**config.mk**
```make
export PLATFORM = sky130hd
export DESIGN_NAME = video_top
export DESIGN_NICKNAME = d
export VERILOG_FILES = /design/src/common/video_pkg.sv /design/src/video_top.sv /design/src/mono_shifter.sv /design/src/video_regs.sv /design/src/fetch_ctrl.sv /design/src/timing/video_timing.sv
export SDC_FILE = /design/constraint.sdc
export NUM_CORES = 1
export LEC_CHECK = 0
export BUFFER_PORTS_ARGS = -buffer_cell sky130_fd_sc_hd__buf_2
export CORE_ASPECT_RATIO = 0.9
export CORE_MARGIN = 3
export CORE_UTILIZATION = 45
export DETAILED_ROUTE_END_ITERATION = 16
export HOLD_SLACK_MARGIN = 0.15
export PLACE_DENSITY = 0.68
export SYNTH_ARGS = -nofsm -noshare
export SYNTH_HDL_FRONTEND = slang
export SYNTH_HIERARCHICAL = 1
export SYNTH_SLANG_ARGS = --single-unit
```
**constraint.sdc**
```tcl
create_clock -name clk -period 2.7 [get_ports clk]
set_input_delay 0.675 -clock clk [delete_from_list [all_inputs] [get_ports clk]]
set_output_delay 0.675 -clock clk [all_outputs]
set_load 0.01 [all_outputs]
```
**src/common/video_pkg.sv**
```systemverilog
// video package with shared widths, register map, reset values and fetch states
package video_pkg;

  // word address into video memory
  typedef logic [22:0] vaddr_t;
  // one memory word, also one cpu register word
  typedef logic [15:0] vword_t;
  // raster counters, pixels and lines
  typedef logic [9:0] cnt_t;
  // cpu register index
  typedef logic [5:0] reg_addr_t;
  // one colour channel
  typedef logic [5:0] pix_t;

  // fetch sequencer states
  typedef enum logic [1:0] {
    st_vblank,
    st_hwait,
    st_fetch
  } fetch_state_t;

  // register map
  localparam reg_addr_t REG_BASE_HI  = 6'h00;
  localparam reg_addr_t REG_BASE_MID = 6'h01;
  localparam reg_addr_t REG_ADDR_HI  = 6'h02;
  localparam reg_addr_t REG_ADDR_MID = 6'h03;
  localparam reg_addr_t REG_ADDR_LO  = 6'h04;
  localparam reg_addr_t REG_PALETTE0 = 6'h20;

  // base address after reset, word 0x8000
  localparam vaddr_t BASE_ADDR_RESET = 23'h008000;

  // pixels per fetched word
  localparam int WORD_BITS = 16;

  // default mono raster, 640x400 at about 71 hz
  localparam int H_ACT  = 640;
  localparam int V_ACT  = 400;
  localparam int H_FP   = 24;
  localparam int H_SYNC = 40;
  localparam int H_BP   = 128;
  localparam int V_FP   = 55;
  localparam int V_SYNC = 3;
  localparam int V_BP   = 73;
  // display lags the fetch by one word
  localparam int H_PRE  = 16;

endpackage
```
**src/video_top.sv**
```systemverilog
// mono video top, raster timing, word fetch, cpu registers and pixel shifter
`timescale 1ns/1ps

module video_top #(
  parameter int h_act  = video_pkg::H_ACT,
  parameter int v_act  = video_pkg::V_ACT,
  parameter int h_fp   = video_pkg::H_FP,
  parameter int h_sync = video_pkg::H_SYNC,
  parameter int h_bp   = video_pkg::H_BP,
  parameter int v_fp   = video_pkg::V_FP,
  parameter int v_sync = video_pkg::V_SYNC,
  parameter int v_bp   = video_pkg::V_BP
) (
  input  logic                  clk,
  input  logic                  ss,
  // cpu register port
  input  logic                  reg_sel,
  input  logic                  reg_rw,
  input  logic                  reg_uds,
  input  logic                  reg_lds,
  input  video_pkg::reg_addr_t  reg_addr,
  input  video_pkg::vword_t     reg_din,
  output video_pkg::vword_t     reg_dout,
  // video memory
  input  video_pkg::vword_t     data,
  output video_pkg::vaddr_t     vaddr,
  output logic                  read,
  // screen
  output logic                  hs,
  output logic                  vs,
  output logic                  de_out,
  output video_pkg::pix_t       video_r,
  output video_pkg::pix_t       video_g,
  output video_pkg::pix_t       video_b
);
  import video_pkg::*;

  logic   word_tick;
  logic   fetch_win;
  logic   de;
  logic   frame_end;
  logic   data_take;
  logic   invert;
  vaddr_t base_addr;

  // counters stay inside the timing block
  video_timing #(
    .h_act(h_act), .v_act(v_act), .h_fp(h_fp), .h_sync(h_sync),
    .h_bp(h_bp), .v_fp(v_fp), .v_sync(v_sync), .v_bp(v_bp)
  ) u_timing (
    .clk(clk), .ss(ss), .hcnt(), .vcnt(), .hs(hs), .vs(vs),
    .word_tick(word_tick), .fetch_win(fetch_win), .de(de), .frame_end(frame_end)
  );

  fetch_ctrl #(.h_act(h_act), .v_act(v_act)) u_fetch (
    .clk(clk), .ss(ss), .word_tick(word_tick), .fetch_win(fetch_win),
    .frame_end(frame_end), .base_addr(base_addr),
    .read(read), .data_take(data_take), .vaddr(vaddr)
  );

  video_regs u_regs (
    .clk(clk), .ss(ss), .reg_sel(reg_sel), .reg_rw(reg_rw), .reg_uds(reg_uds),
    .reg_lds(reg_lds), .reg_addr(reg_addr), .reg_din(reg_din), .vaddr(vaddr),
    .reg_dout(reg_dout), .base_addr(base_addr), .invert(invert)
  );

  mono_shifter u_shifter (
    .clk(clk), .ss(ss), .data_take(data_take), .word_tick(word_tick), .de(de),
    .invert(invert), .data(data), .video_r(video_r), .video_g(video_g),
    .video_b(video_b), .de_out(de_out)
  );

endmodule

```
**src/mono_shifter.sv**
```systemverilog
// mono pixel path, word latch, 16-bit shift register and registered output
`timescale 1ns/1ps

module mono_shifter (
  input  logic              clk,
  input  logic              ss,
  input  logic              data_take,
  input  logic              word_tick,
  input  logic              de,
  input  logic              invert,
  input  video_pkg::vword_t data,
  output video_pkg::pix_t   video_r,
  output video_pkg::pix_t   video_g,
  output video_pkg::pix_t   video_b,
  output logic              de_out
);
  import video_pkg::*;

  vword_t data_q;
  vword_t shift_q;
  logic   pix_on;

  // holds the word until its slot comes up
  always_ff @(posedge clk) begin
    if (data_take)
      data_q <= data;
  end

  // msb first, reload once per word
  always_ff @(posedge clk) begin
    if (word_tick)
      shift_q <= data_q;
    else
      shift_q <= {shift_q[WORD_BITS-2:0], 1'b0};
  end

  // white or black, blanked outside display
  assign pix_on = de && (shift_q[WORD_BITS-1] ^ invert);

  always_ff @(posedge clk or posedge ss) begin
    if (ss) begin
      video_r <= '0;
      video_g <= '0;
      video_b <= '0;
      de_out  <= 1'b0;
    end else begin
      video_r <= pix_on ? '1 : '0;
      video_g <= pix_on ? '1 : '0;
      video_b <= pix_on ? '1 : '0;
      de_out  <= de;
    end
  end

endmodule

```
**src/video_regs.sv**
```systemverilog
// cpu registers, base address and invert bit, with read-back mux
`timescale 1ns/1ps

module video_regs (
  input  logic                 clk,
  input  logic                 ss,
  input  logic                 reg_sel,
  input  logic                 reg_rw,
  input  logic                 reg_uds,
  input  logic                 reg_lds,
  input  video_pkg::reg_addr_t reg_addr,
  input  video_pkg::vword_t    reg_din,
  input  video_pkg::vaddr_t    vaddr,
  output video_pkg::vword_t    reg_dout,
  output video_pkg::vaddr_t    base_addr,
  output logic                 invert
);
  import video_pkg::*;

  // byte strobes are active low
  logic wr_lo;
  logic rd_lo;

  assign wr_lo = reg_sel && !reg_rw && !reg_lds;
  // upper byte holds nothing here so a read needs only the lower lane
  assign rd_lo = reg_sel && reg_rw && !reg_lds;

  // base low 7 bits are never written and stay zero from reset
  always_ff @(posedge clk or posedge ss) begin
    if (ss) begin
      base_addr <= BASE_ADDR_RESET;
      invert    <= 1'b1;
    end else if (wr_lo) begin
      case (reg_addr)
        REG_BASE_HI:  base_addr[22:15] <= reg_din[7:0];
        REG_BASE_MID: base_addr[14:7]  <= reg_din[7:0];
        // palette entry 0 keeps only the invert bit
        REG_PALETTE0: invert <= reg_din[0];
        default:      base_addr <= base_addr;
      endcase
    end
  end

  // live address comes back as a byte address
  always_comb begin
    reg_dout = '0;
    if (rd_lo) begin
      case (reg_addr)
        REG_BASE_HI:  reg_dout = {8'h00, base_addr[22:15]};
        REG_BASE_MID: reg_dout = {8'h00, base_addr[14:7]};
        REG_ADDR_HI:  reg_dout = {8'h00, vaddr[22:15]};
        REG_ADDR_MID: reg_dout = {8'h00, vaddr[14:7]};
        REG_ADDR_LO:  reg_dout = {8'h00, vaddr[6:0], 1'b0};
        REG_PALETTE0: reg_dout = {15'd0, invert};
        default:      reg_dout = '0;
      endcase
    end
  end

endmodule

```
**src/fetch_ctrl.sv**
```systemverilog
// fetch sequencer, issues word reads and runs the video address counter
`timescale 1ns/1ps

module fetch_ctrl #(
  parameter int h_act = video_pkg::H_ACT,
  parameter int v_act = video_pkg::V_ACT
) (
  input  logic              clk,
  input  logic              ss,
  input  logic              word_tick,
  input  logic              fetch_win,
  input  logic              frame_end,
  input  video_pkg::vaddr_t base_addr,
  output logic              read,
  output logic              data_take,
  output video_pkg::vaddr_t vaddr
);
  import video_pkg::*;

  // words fetched in one frame
  localparam vaddr_t words_per_frame = vaddr_t'(v_act * h_act / WORD_BITS);

  fetch_state_t state;
  fetch_state_t state_nxt;
  // reads issued since frame start
  vaddr_t       rd_cnt;

  always_comb begin
    state_nxt = state;
    case (state)
      st_vblank: state_nxt = st_vblank;
      st_hwait:  if (fetch_win) state_nxt = st_fetch;
      st_fetch: begin
        // window closed, last line once every word is in
        if (!fetch_win)
          state_nxt = (rd_cnt == words_per_frame) ? st_vblank : st_hwait;
      end
      default:   state_nxt = st_vblank;
    endcase
    // frame start, window opens right away on line 0
    if (frame_end)
      state_nxt = fetch_win ? st_fetch : st_hwait;
  end

  always_ff @(posedge clk or posedge ss) begin
    if (ss) begin
      state     <= st_vblank;
      read      <= 1'b0;
      data_take <= 1'b0;
      rd_cnt    <= '0;
      vaddr     <= BASE_ADDR_RESET;
    end else begin
      state     <= state_nxt;
      // one read per word slot while fetching
      read      <= (state_nxt == st_fetch) && word_tick;
      // memory answers one clock after the read
      data_take <= read;
      if (frame_end) begin
        rd_cnt <= '0;
        vaddr  <= base_addr;
      end else if (read) begin
        rd_cnt <= rd_cnt + vaddr_t'(1);
        vaddr  <= vaddr + vaddr_t'(1);
      end
    end
  end

endmodule

```
**src/timing/video_timing.sv**
```systemverilog
// raster timing, pixel and line counters with sync, window and tick decode
`timescale 1ns/1ps

module video_timing #(
  parameter int h_act  = video_pkg::H_ACT,
  parameter int v_act  = video_pkg::V_ACT,
  parameter int h_fp   = video_pkg::H_FP,
  parameter int h_sync = video_pkg::H_SYNC,
  parameter int h_bp   = video_pkg::H_BP,
  parameter int v_fp   = video_pkg::V_FP,
  parameter int v_sync = video_pkg::V_SYNC,
  parameter int v_bp   = video_pkg::V_BP
) (
  input  logic            clk,
  input  logic            ss,
  output video_pkg::cnt_t hcnt,
  output video_pkg::cnt_t vcnt,
  output logic            hs,
  output logic            vs,
  output logic            word_tick,
  output logic            fetch_win,
  output logic            de,
  output logic            frame_end
);
  import video_pkg::*;

  // decode points on the counters
  localparam cnt_t h_last  = cnt_t'(h_act + h_fp + h_sync + h_bp - 1);
  localparam cnt_t v_last  = cnt_t'(v_act + v_fp + v_sync + v_bp - 1);
  localparam cnt_t hs_on   = cnt_t'(h_act + h_fp);
  localparam cnt_t hs_off  = cnt_t'(h_act + h_fp + h_sync);
  localparam cnt_t vs_on   = cnt_t'(v_act + v_fp);
  localparam cnt_t vs_off  = cnt_t'(v_act + v_fp + v_sync);
  localparam cnt_t de_on   = cnt_t'(H_PRE);
  localparam cnt_t de_off  = cnt_t'(h_act + H_PRE);
  localparam cnt_t h_act_c = cnt_t'(h_act);
  localparam cnt_t v_act_c = cnt_t'(v_act);

  cnt_t hcnt_nxt;
  cnt_t vcnt_nxt;

  // wrap at line end, line counter wraps at frame end
  always_comb begin
    hcnt_nxt = hcnt + cnt_t'(1);
    vcnt_nxt = vcnt;
    if (hcnt == h_last) begin
      hcnt_nxt = '0;
      vcnt_nxt = (vcnt == v_last) ? '0 : vcnt + cnt_t'(1);
    end
  end

  always_ff @(posedge clk or posedge ss) begin
    if (ss) begin
      hcnt <= '0;
      vcnt <= '0;
    end else begin
      hcnt <= hcnt_nxt;
      vcnt <= vcnt_nxt;
    end
  end

  // fetch strobes look one clock ahead so the registered read lands on the word
  assign word_tick = (hcnt_nxt[3:0] == 4'd0);
  assign fetch_win = (hcnt_nxt < h_act_c) && (vcnt_nxt < v_act_c);
  assign frame_end = (hcnt == h_last) && (vcnt == v_last);
  // display one word behind the fetch
  assign de = (hcnt >= de_on) && (hcnt < de_off) && (vcnt < v_act_c);
  // positive sync pulses
  assign hs = (hcnt >= hs_on) && (hcnt < hs_off);
  assign vs = (vcnt >= vs_on) && (vcnt < vs_off);

endmodule

```
==> key figures, run 1 <==
GRT
  – Largest net degree at the start of global routing: 51
  – Initial antenna violation count: 0
  – GRT Total Usage: 0.188
  – Vias in the first global route: 4776
  – Gr ovfl total: 0
  – First-pass GRT wire length: 23700 µm

STA
  – Final setup vio count: 0
  – Final Max Slew Viols: 0
  – Final period util: 0.979
  – Max-slew headroom: 0.458
  – Final min period: 2640 ps
  – Achievable frequency: 0.378 GHz
  – Fin worst setup slack: 56.4 ps
  – RSZ-0062 raised after global routing: true
  – Layout Skew: 9.72 ps
  – Final hold viol count: 0
  – Worst-margin pin slew: 813 ps
  – Hold_ws: 436 ps

Yosys
  – Synth Cell Area: 6500 µm²
  – Top cell type's share of synthesized area: 0.331
  – Primary FF master, synth: dfrtp_1
  – Async SR Flop Fraction: 0.736
  – #FFs+latches synth: 121
  – Post-synth cell types: 67
  – Synth Instances: 607
  – Syn_area_per_cell: 10.7 µm²
  – Post-synth EDFFs: 16
  – Synth warn: 6
  – Yosys top cell by area: dfrtp_1
  – Ranking of synthesized cells by area: dfrtp_1 33%, mux2_2 7.4%, edfxtp_1 7.4%
  – Seq/Total Area, Yosys: 0.466

Floorplan
  – # IOs: 105
  – CORE AREA: 14100 µm²
  – Die extent in y: 120 µm
  – Site row count: 41
  – Die area: 15900 µm²
  – Initial Utilization: 0.461
  – Die Wd: 133 µm

Critical path
  – Reg2Reg Setup Slack: 60 ps
  – CP startpoint: u_timing/hcnt[0]
  – Crit. End Element: flop
  – Worst endpoint required time: 3040 ps
  – CP Launch Type: flop
  – Crit Path Category: reg2reg
  – Worst Path Max Fanout: 3
  – Beginning of the worst register-to-register path: u_timing/hcnt[0]
  – Critical path arrival: 2980 ps

Final layout
  – Fin nets: 784
  – Layout area overhead: 22.4%
  – Utilization after layout: 0.564
  – Antenna fix cells: 0
  – Layout cells sized above 1: 0.351
  – Design Area, Final: 7960 µm²

Worst hold path
  – Worst hold path type: in2reg
  – Min-Delay Startpoint: data[4]

Route
  – Routed WL: 14600 µm
  – Drt first pass iters: 5
  – Drt first-iter violations: 414
  – Vias/cell: 5.32
  – Vias: 4986
  – Routed len/inst: 15.6 µm
  – Post-DRT Antenna Nets: 0
  – DRC: 0

Placed design
  – Pre-CTS setup slack: -172 ps
  – Placed cell area: 7200 µm²
  – Gpl congestion: 0.924
  – Post-DP HPWL: 10400 µm
  – IO Port Bufs: 87

Power and ir drop
  – Comb pwr share: 0.033
  – Psw: 0.000902 W
  – Internal power: 0.00336 W
  – Max VDD drop: 0.488 mV
  – Pwr Density: 535 nW/µm²
  – Seq pwr share: 0.440
  – Static Leak: 3.59 nW
  – Sw frac: 0.212
  – Clock share of power: 0.527

Clocking
  – Clock tree sinks: 121
  – H-Tree Depth: 4
  – Clk_lat worst skew: 420 ps
  – Worst-path clk slew: 50 ps
  – CTS max path bufs: 2
  – CTS tree: yes
  – Root buf cell: clkbuf_16
  – TritonCTS Buffers: 17

Run status
  – Status: complete, no violations

Run
  – Reported max-cap violation count: 0
## state kept, by name (all words and copies together) (netlist names)
name               cells
u_fetch/read           1
u_regs/invert          1
u_shifter/de_out       1
u_fetch/data_take      1
u_timing/hcnt         10
u_shifter/shift_q     16
u_fetch/state          2
u_shifter/video_b      1
u_fetch/rd_cnt        23
u_shifter/data_q      16
u_fetch/vaddr         23
u_regs/base_addr      16
u_timing/vcnt         10
## final cells by class
type	count	area, µm²
fill	1219	6150
multi-input combinational	425	3130
sequential	121	3030
timing repair buffer	145	886
clock buffer	22	475
tap	193	241
clock inverter	10	118
inverter	21	78.8
## through the flow
stage	std cells	total power, W	TNS (ps)
after floorplan	621	0.00201	0
after global routing	937	0.00441	-227
after detailed placement	892	0.00205	-463
after global placement	892	0.00204	-66.4
after CTS	930	0.00430	-57.6
final	937	0.00426	0
## path summary, 6_finish.rpt
| path | to | cells past startpoint |
|---|---|---|
| max reg2reg | u_fetch/read | 12 |
| max in group asynchronous | u_timing/vcnt[2] | 3 |
| min in group asynchronous | u_shifter/de_out | 3 |
| min reg2reg | u_shifter/shift_q[2] | 1 |
| min | u_shifter/data_q[4] | 1 |
| max | u_fetch/read | 12 |
## metal layers
layer | vias up | GRT usage | routed length [µm]
met4 | 0 | 0.0669 | 213
met2 | 136 | 0.299 | 7190
met5 | - | 0 | 0
met1 | 2458 | 0.247 | 6500
met3 | 13 | 0.0511 | 719
li1 | 2379 | - | -
## kinds of logic after synthesis
logic type / after synthesis / share of synthesized area
DFF: 121 / 0.466
muxes: 57 / 0.103
and+or+nand+nor: 222 / 0.203
AOI/OAI and AO/OA: 73 / 0.0721
adders and majority gates: 9 / 0.0173
other: 1 / 0.000577
xor gates and xnor gates: 49 / 0.0660
buffers and inverters: 75 / 0.0721
## timing repair
item / in CTS / in global routing
buffers inserted: 5 / 7
endpoints found under the setup margin: 8 / 18
cloned: 0 / 0
hold buffers: 1 / 0
gates resized for setup: 4 / 9
hold endpoints to repair: 2 / 0
pin swaps: 1 / 13
## cells in the final DEF (no fill, tap or decap), types with 6 or more instances in the layout
master,n
ha_1,7
nor4_4,6
xnor2_1,16
mux2_2,43
inv_1,18
nand2_1,52
edfxtp_1,16
a21oi_1,10
clkbuf_16,18
buf_4,56
nor2_1,40
dfrtp_1,85
nand3b_1,10
buf_2,87
mux2_4,9
dfxtp_1,16
o21ai_0,26
conb_1,15
a31oi_1,10
nand3_1,40
nand4_1,15
xor2_1,33
## Yosys cell counts, types with 4 or more instances
| cell | instances |
|---|---|
| nor2_1 | 42 |
| dfrtp_1 | 86 |
| buf_6 | 6 |
| and4_1 | 5 |
| a21oi_1 | 10 |
| ha_1 | 9 |
| clkbuf_1 | 7 |
| dfxtp_1 | 16 |
| mux2i_1 | 5 |
| xnor2_1 | 16 |
| buf_4 | 32 |
| buf_2 | 5 |
| nand4b_1 | 5 |
| nor3_1 | 5 |
| nor4_4 | 5 |
| o21ai_1 | 4 |
| nand2_1 | 52 |
| inv_1 | 20 |
| nand3b_1 | 10 |
| o21ai_0 | 27 |
| nand4_1 | 15 |
| mux2_2 | 43 |
| or3_1 | 5 |
| edfxtp_1 | 16 |
| and3_1 | 4 |
| xor2_1 | 33 |
| a31oi_1 | 10 |
| nand3_1 | 41 |
| mux2_4 | 9 |
| nor4_1 | 8 |
## worst max-delay path: stages, from the launching register on
cell and delay, ps:
dfrtp_1 360, ha_2 180, nand3b_1 130, or3_4 430
buf_4 150, o21a_1 200, o211ai_2 230, a2111oi_4 120
buf_4 170, nor4_2 150, nand3_1 110, o22a_1 240
nor2_1 100
## power groups by stage
stage	logic [W]	registers (W)	clock network, W
after detailed placement	0.000142	0.00190	0
after CTS	0.000144	0.00187	0.00229
after global placement	0.000137	0.00190	0
final	0.000142	0.00187	0.00224
after global routing	0.000158	0.00187	0.00238
after floorplan	0.000112	0.00190	0
No activity file was read; power rests on OpenSTA's default activity.
==> inputs of run 2 (changes only) <==
--- a/config.mk
+++ b/config.mk
@@ -8,10 +8,10 @@
 export BUFFER_PORTS_ARGS = -buffer_cell sky130_fd_sc_hd__buf_2
 export CORE_ASPECT_RATIO = 0.9
 export CORE_MARGIN = 3
-export CORE_UTILIZATION = 45
+export CORE_UTILIZATION = 52
 export DETAILED_ROUTE_END_ITERATION = 16
 export HOLD_SLACK_MARGIN = 0.15
-export PLACE_DENSITY = 0.68
+export PLACE_DENSITY = 0.77
 export SYNTH_ARGS = -nofsm -noshare
 export SYNTH_HDL_FRONTEND = slang
 export SYNTH_HIERARCHICAL = 1
==> run 2 against run 1 <==
Compared with the run above:
- the flow now finishes with violations (negative setup slack)
- sequential share of layout area up 0.41 points
- via count up 1.1%
- combinational power about the same
- wire length up 3.5%
- design area down 1.1%
- setup slack worse by 74 ps
- clock-buffer cell count down 4
- fmax down 2.7%
- sequential power about the same
- critical endpoint unchanged
- largest power group unchanged
- highest routed layer unchanged
==> key figures, run 2 (synthesis gave the netlist of run 1 again) <==
Critical path
  – CP Cell Sequence: buf_4 > nand4_1 > nor4_2 > mux2i_1 > o211ai_2 > a2111oi_4 > inv_2 > nand3_2 > nand4_1 > o22a_1 > nor2_1 (was ha_2 > nand3b_1 > or3_4 > buf_4 > o21a_1 > o211ai_2 > a2111oi_4 > buf_4 > nor4_2 > nand3_1 > o22a_1 > nor2_1)
  – Critical path arrival: 3060 ps (was 2980 ps)
  – Worst Path Max Fanout: 4 (was 3)
  – Worst endpoint required time: 3040 ps (about the same)
  – Reg2Reg Setup Slack: -20 ps (was 60 ps)
  – Crit. End Element: flop (unchanged)
  – Top Family by Delay on Critical Path: compound AO/OA/AOI/OAI gates (was simple AND/OR/NAND/NOR gates)
  – Crit Path Category: reg2reg (unchanged)
  – CP Buf/Inv Count: 2 (unchanged)
  – Slowest cell on crit path: a2111oi_4 (was or3_4)
  – CP Launch Type: flop (unchanged)
  – CP peak stage delay: 440 ps (was 430 ps)
  – Most frequent CP cell: nand4_1 (was buf_4)

Power and ir drop
  – Sw frac: 0.215 (was 0.212)
  – Tot Pwr: 0.00436 W (was 0.00426 W)
  – Psw: 0.000938 W (was 0.000902 W)
  – Max VDD drop: 0.445 mV (was 0.488 mV)
  – Static Leak: 3.56 nW (was 3.59 nW)
  – Internal power: 0.00342 W (was 0.00336 W)
  – Comb pwr share: 0.033 (about the same)
  – Pwr Density: 554 nW/µm² (was 535 nW/µm²)
  – Seq pwr share: 0.429 (was 0.440)
  – Clock share of power: 0.538 (was 0.527)

Route
  – Post-DRT Antenna Nets: 0 (unchanged)
  – DRC: 0 (unchanged)
  – Vias/cell: 5.63 (was 5.32)
  – Vias: 5040 (was 4986)
  – Drt first pass iters: 5 (unchanged)
  – Drt first-iter violations: 532 (was 414)
  – Routed len/inst: 16.9 µm (was 15.6 µm)
  – Routed WL: 15100 µm (was 14600 µm)

Placed design
  – IO Port Bufs: 87 (unchanged)
  – Dpl cells: 853 (was 892)
  – Placed cell area: 7120 µm² (was 7200 µm²)
  – Gpl congestion: 0.977 (was 0.924)
  – Post-DP HPWL: 10500 µm (was 10400 µm)

Final layout
  – Layout area overhead: 21.1% (was 22.4%)
  – Design Area, Final: 7870 µm² (was 7960 µm²)
  – Most frequent cells in the layout: 87 x buf_2, 85 x dfrtp_1, 52 x nand2_1 (was 87 x buf_2, 85 x dfrtp_1, 56 x buf_4)
  – Commonest non-fill, non-tap cell in the layout: buf_2 (unchanged)
  – Fin nets: 775 (was 784)
  – Finished Layout Cells: 895 (was 937)
  – Antenna fix cells: 0 (unchanged)
  – Layout cells sized above 1: 0.346 (was 0.351)
  – Biggest regs: u_fetch/rd_cnt x23, u_fetch/vaddr x23 (unchanged)

Clocking
  – H-Tree Depth: 4 (unchanged)
  – TritonCTS Buffers: 17 (unchanged)
  – Clk_lat worst skew: 410 ps (was 420 ps)
  – Worst-path clk slew: 60 ps (was 50 ps)
  – Clock tree sinks: 121 (unchanged)
  – CTS max path bufs: 2 (unchanged)
  – CTS tree: yes (unchanged)
  – Root buf cell: clkbuf_16 (unchanged)

STA
  – Setup TNS: -17.7 ps (was 0 ps)
  – RSZ-0062 raised after global routing: true (unchanged)
  – Final period util: 1.01 (was 0.979)
  – Final min period: 2720 ps (was 2640 ps)
  – Final Max Slew Viols: 0 (unchanged)
  – Layout Skew: 9.33 ps (was 9.72 ps)
  – Max-slew headroom: 0.454 (was 0.458)
  – Final setup vio count: 1 (was 0)
  – Hold_ws: 435 ps (was 436 ps)
  – Worst-margin pin slew: 818 ps (was 813 ps)
  – Final hold viol count: 0 (unchanged)
  – Fin worst setup slack: -17.7 ps (was 56.4 ps)
  – Achievable frequency: 0.368 GHz (was 0.378 GHz)

Floorplan
  – # IOs: 105 (unchanged)
  – CORE AREA: 12100 µm² (was 14100 µm²)
  – Initial Utilization: 0.536 (was 0.461)
  – Die Wd: 124 µm (was 133 µm)
  – Die area: 13900 µm² (was 15900 µm²)
  – Die extent in y: 112 µm (was 120 µm)
  – Site row count: 38 (was 41)

Worst hold path
  – Worst hold path type: in2reg (unchanged)

GRT
  – Met2 usage: 0.359 (was 0.299)
  – Initial antenna violation count: 0 (unchanged)
  – Grt peak-use layer: met2 (unchanged)
  – GR Layer Usage met1: 0.312 (was 0.247)
  – Gr ovfl total: 0 (unchanged)
  – Largest net degree at the start of global routing: 26 (was 51)
  – GR Layer Usage met3: 0.0569 (was 0.0511)
  – First-pass GRT wire length: 24900 µm (was 23700 µm)
  – GRT Total Usage: 0.228 (was 0.188)
  – Vias in the first global route: 5035 (was 4776)

Run status
  – Status: finished with violations (was complete, no violations)
  – Failing checks: negative setup slack

Run
  – Reported max-cap violation count: 0 (unchanged)
[run 2: cell count changes in the layout (fill, tap and decap cells not counted), sizes merged]
cell	change
inv	+1
clkinvlp	-1
bufinv	+1
clkinv	+3
buf	-9
clkbuf	-4
[run 2: power groups by stage]
stage / logic, W / clock network (W) / registers, W
finish: 0.000144 / 0.00235 / 0.00187
CTS: 0.000145 / 0.00238 / 0.00187
global placement: 0.000138 / 0 / 0.00190
floorplan: 0.000112 / 0 / 0.00190
global route: 0.000159 / 0.00248 / 0.00187
detailed placement: 0.000143 / 0 / 0.00190
[run 2: final cells by class]
class	instances	area [µm²]
well taps	160	200
inverters	21	78.8
fillers	939	4250
clock inverters	14	168
flip-flops and latches	121	3030
repair buffers	136	822
multi-input cells	425	3120
clock buffers	18	450
[run 2: stage by stage]
stage / setup WS [ps] / utilization
2_1_floorplan: 51.9 / -
6_report: -17.7 / 0.649
3_5_place_dp: -92.9 / 0.587
4_1_cts: 5.17 / 0.644
5_1_grt: -171 / 0.649
3_3_place_gp: 10.7 / 0.587
[run 2: per-layer routing]
| metal | vias to the layer above | wire [µm] |
|---|---|---|
| met3 | 27 | 814 |
| met4 | 0 | 248 |
| li1 | 2359 | - |
| met2 | 184 | 7490 |
| met5 | - | 0 |
| met1 | 2470 | 6570 |
[run 2: what timing repair did]
| item | 4_1_cts | 5_1_grt |
|---|---|---|
| pin swaps | 4 | 14 |
| endpoints found under the hold margin | 2 | 0 |
| gates resized for setup | 7 | 7 |
| hold buffers | 1 | 0 |
| setup buffers | 3 | 6 |
| gates cloned | 0 | 0 |
| endpoints found under the setup margin | 2 | 19 |
[run 2: worst paths after layout]
check	start	endpoint	cells past startpoint
worst max-delay path	u_timing/vcnt[1]	u_fetch/read	11
worst min-delay path	data[6]	u_shifter/data_q[6]	1
min in group asynchronous	ss	u_shifter/video_b[4]	3
worst max register to register	u_timing/vcnt[1]	u_fetch/read	11
max in group asynchronous	ss	u_timing/vcnt[2]	3
worst min register to register	u_shifter/shift_q[1]	u_shifter/shift_q[2]	1
==> inputs of run 3 (changes only) <==
--- a/config.mk
+++ b/config.mk
@@ -6,12 +6,14 @@
 export NUM_CORES = 1
 export LEC_CHECK = 0
 export BUFFER_PORTS_ARGS = -buffer_cell sky130_fd_sc_hd__buf_2
+export CELL_PAD_IN_SITES_DETAIL_PLACEMENT = 0
+export CELL_PAD_IN_SITES_GLOBAL_PLACEMENT = 1
 export CORE_ASPECT_RATIO = 0.9
 export CORE_MARGIN = 3
-export CORE_UTILIZATION = 52
+export CORE_UTILIZATION = 40
 export DETAILED_ROUTE_END_ITERATION = 16
 export HOLD_SLACK_MARGIN = 0.15
-export PLACE_DENSITY = 0.77
+export PLACE_DENSITY_LB_ADDON = 0.1
 export SYNTH_ARGS = -nofsm -noshare
 export SYNTH_HDL_FRONTEND = slang
 export SYNTH_HIERARCHICAL = 1
==> run 3 against run 2 <==
Compared with the run above:
- highest routed layer unchanged
- clock-buffer cell count is 7 higher
- critical endpoint unchanged
- sequential power about the same
- register-to-register slack better by 100 ps
- the run now ends clean
- die area rose by 28%
- first-iteration DRC count shrank 59%
- largest cell class unchanged
- clock skew increased by 2.1 ps
- sequential share of layout area is 0.41 points lower
==> key figures, run 3 (synthesis gave the netlist of run 1 again) <==
Clocking
  – Clk_lat worst skew: 410 ps (about the same)
  – Clock tree sinks: 121 (unchanged)
  – CTS max path bufs: 2 (unchanged)
  – Root buf cell: clkbuf_16 (unchanged)
  – H-Tree Depth: 4 (unchanged)
  – Worst-path clk slew: 60 ps (about the same)
  – CTS tree: yes (unchanged)
  – TritonCTS Buffers: 17 (unchanged)

Final layout
  – Fin nets: 775 (unchanged)
  – Commonest non-fill, non-tap cell in the layout: buf_2 (unchanged)
  – Finished Layout Cells: 937 (was 895)
  – Utilization after layout: 0.508 (was 0.649)
  – Most frequent cells in the layout: 87 x buf_2, 85 x dfrtp_1, 52 x nand2_1 (unchanged)
  – Layout cells sized above 1: 0.347 (was 0.346)
  – Biggest regs: u_fetch/rd_cnt x23, u_fetch/vaddr x23 (unchanged)
  – Layout area overhead: 22.4% (was 21.1%)
  – Antenna fix cells: 0 (unchanged)
  – Design Area, Final: 7960 µm² (was 7870 µm²)

STA
  – Achievable frequency: 0.382 GHz (was 0.368 GHz)
  – Final min period: 2620 ps (was 2720 ps)
  – RSZ-0062 raised after global routing: true (unchanged)
  – Max-slew headroom: 0.459 (was 0.454)
  – Final Max Slew Viols: 0 (unchanged)
  – Final setup vio count: 0 (was 1)
  – Final hold viol count: 0 (unchanged)
  – Layout Skew: 11.5 ps (was 9.33 ps)
  – Final period util: 0.969 (was 1.01)
  – Fin worst setup slack: 84.2 ps (was -17.7 ps)
  – Hold_ws: 435 ps (about the same)
  – Worst-margin pin slew: 810 ps (was 818 ps)

Power and ir drop
  – Pwr Density: 562 nW/µm² (was 554 nW/µm²)
  – Static Leak: 3.58 nW (was 3.56 nW)
  – Max VDD drop: 0.457 mV (was 0.445 mV)

Critical path
  – Worst Path Max Fanout: 6 (was 4)
  – CP peak stage delay: 440 ps (about the same)
  – Crit. End Element: flop (unchanged)
  – CP Launch Type: flop (unchanged)
  – Top Family by Delay on Critical Path: simple AND/OR/NAND/NOR gates (was compound AO/OA/AOI/OAI gates)
  – CP Cell Sequence: nand3b_1 > or3_4 > buf_4 > o21a_1 > o211ai_2 > a2111oi_4 > buf_4 > nor4_2 > nand3_1 > o22a_1 > nor2_1 (was buf_4 > nand4_1 > nor4_2 > mux2i_1 > o211ai_2 > a2111oi_4 > inv_2 > nand3_2 > nand4_1 > o22a_1 > nor2_1)
  – CP Buf/Inv Count: 2 (unchanged)
  – Most frequent CP cell: buf_4 (was nand4_1)
  – Crit Path Category: reg2reg (unchanged)
  – Critical path arrival: 2950 ps (was 3060 ps)
  – Slowest cell on crit path: or3_4 (was a2111oi_4)
  – Worst endpoint required time: 3040 ps (about the same)

GRT
  – Vias in the first global route: 4944 (was 5035)
  – Gr ovfl total: 0 (unchanged)
  – Initial antenna violation count: 0 (unchanged)
  – GRT Total Usage: 0.177 (was 0.228)
  – Largest net degree at the start of global routing: 51 (was 26)
  – First-pass GRT wire length: 25300 µm (was 24900 µm)

Run status
  – Status: complete, no violations (was finished with violations)

Route
  – Post-DRT Antenna Nets: 0 (unchanged)
  – Routed len/inst: 16.2 µm (was 16.9 µm)
  – Drt first pass iters: 5 (unchanged)
  – Vias: 4862 (was 5040)
  – Drt first-iter violations: 220 (was 532)
  – Routed WL: 15200 µm (was 15100 µm)
  – Vias/cell: 5.19 (was 5.63)
  – DRC: 0 (unchanged)

Floorplan
  – Die area: 17800 µm² (was 13900 µm²)
  – Die Wd: 140 µm (was 124 µm)
  – Initial Utilization: 0.415 (was 0.536)
  – Site row count: 43 (was 38)
  – Die extent in y: 127 µm (was 112 µm)
  – CORE AREA: 15700 µm² (was 12100 µm²)
  – # IOs: 105 (unchanged)

Worst hold path
  – Worst hold path type: in2reg (unchanged)

Placed design
  – Placed cell area: 7190 µm² (was 7120 µm²)
  – Dpl cells: 900 (was 853)
  – Post-DP HPWL: 10900 µm (was 10500 µm)
  – IO Port Bufs: 87 (unchanged)
  – Pre-CTS setup slack: -158 ps (was -92.9 ps)
  – Gpl congestion: 0.863 (was 0.977)

Run
  – Reported max-cap violation count: 0 (unchanged)
run 3: metal layers:
layer	wire length (µm)	global-route usage
met4	234	0.0644
met3	688	0.0408
met2	7190	0.283
met5	0	0
met1	7040	0.237
run 3: layout make-up:
class                      count  area (µm²)
sequential                   121        3030
fill                        1419        7700
tap                          202         253
multi-input combinational    425        3140
clock inverter                 7         138
timing repair buffer         136         810
inverter                      21        78.8
clock buffer                  25         505
run 3: what timing repair did:
action                                  in CTS  in global routing
setup buffers                                3                  1
pin swaps                                    6                  7
resized for setup                           10                  6
endpoints found under the hold margin        2                  0
endpoints found under the setup margin       2                 14
hold buffers                                 1                  0
run 3: worst paths after layout:
kind	start	end	slack, ps	cells after the start
setup / recovery	u_timing/hcnt[7]	u_fetch/read	80	11
hold / removal	data[4]	u_shifter/data_q[4]	430	1
setup reg to reg	u_timing/hcnt[7]	u_fetch/read	80	11
hold reg to reg	u_shifter/shift_q[8]	u_shifter/shift_q[9]	450	1
max in group asynchronous	ss	u_timing/vcnt[2]	1130	3
min in group asynchronous	ss	u_shifter/de_out	700	3
run 3: through the flow:
stage                     power (W)  setup TNS (ps)
after global placement      0.00204            -120
final                       0.00447               0
after CTS                   0.00452               0
after detailed placement    0.00205            -275
after global routing        0.00462           -92.7
after floorplan             0.00201               0
run 3: power by group:
group	internal, W	switching [W]
combinational	0.0000559	0.0000842
clock	0.00167	0.000794
sequential	0.00186	0.0000134
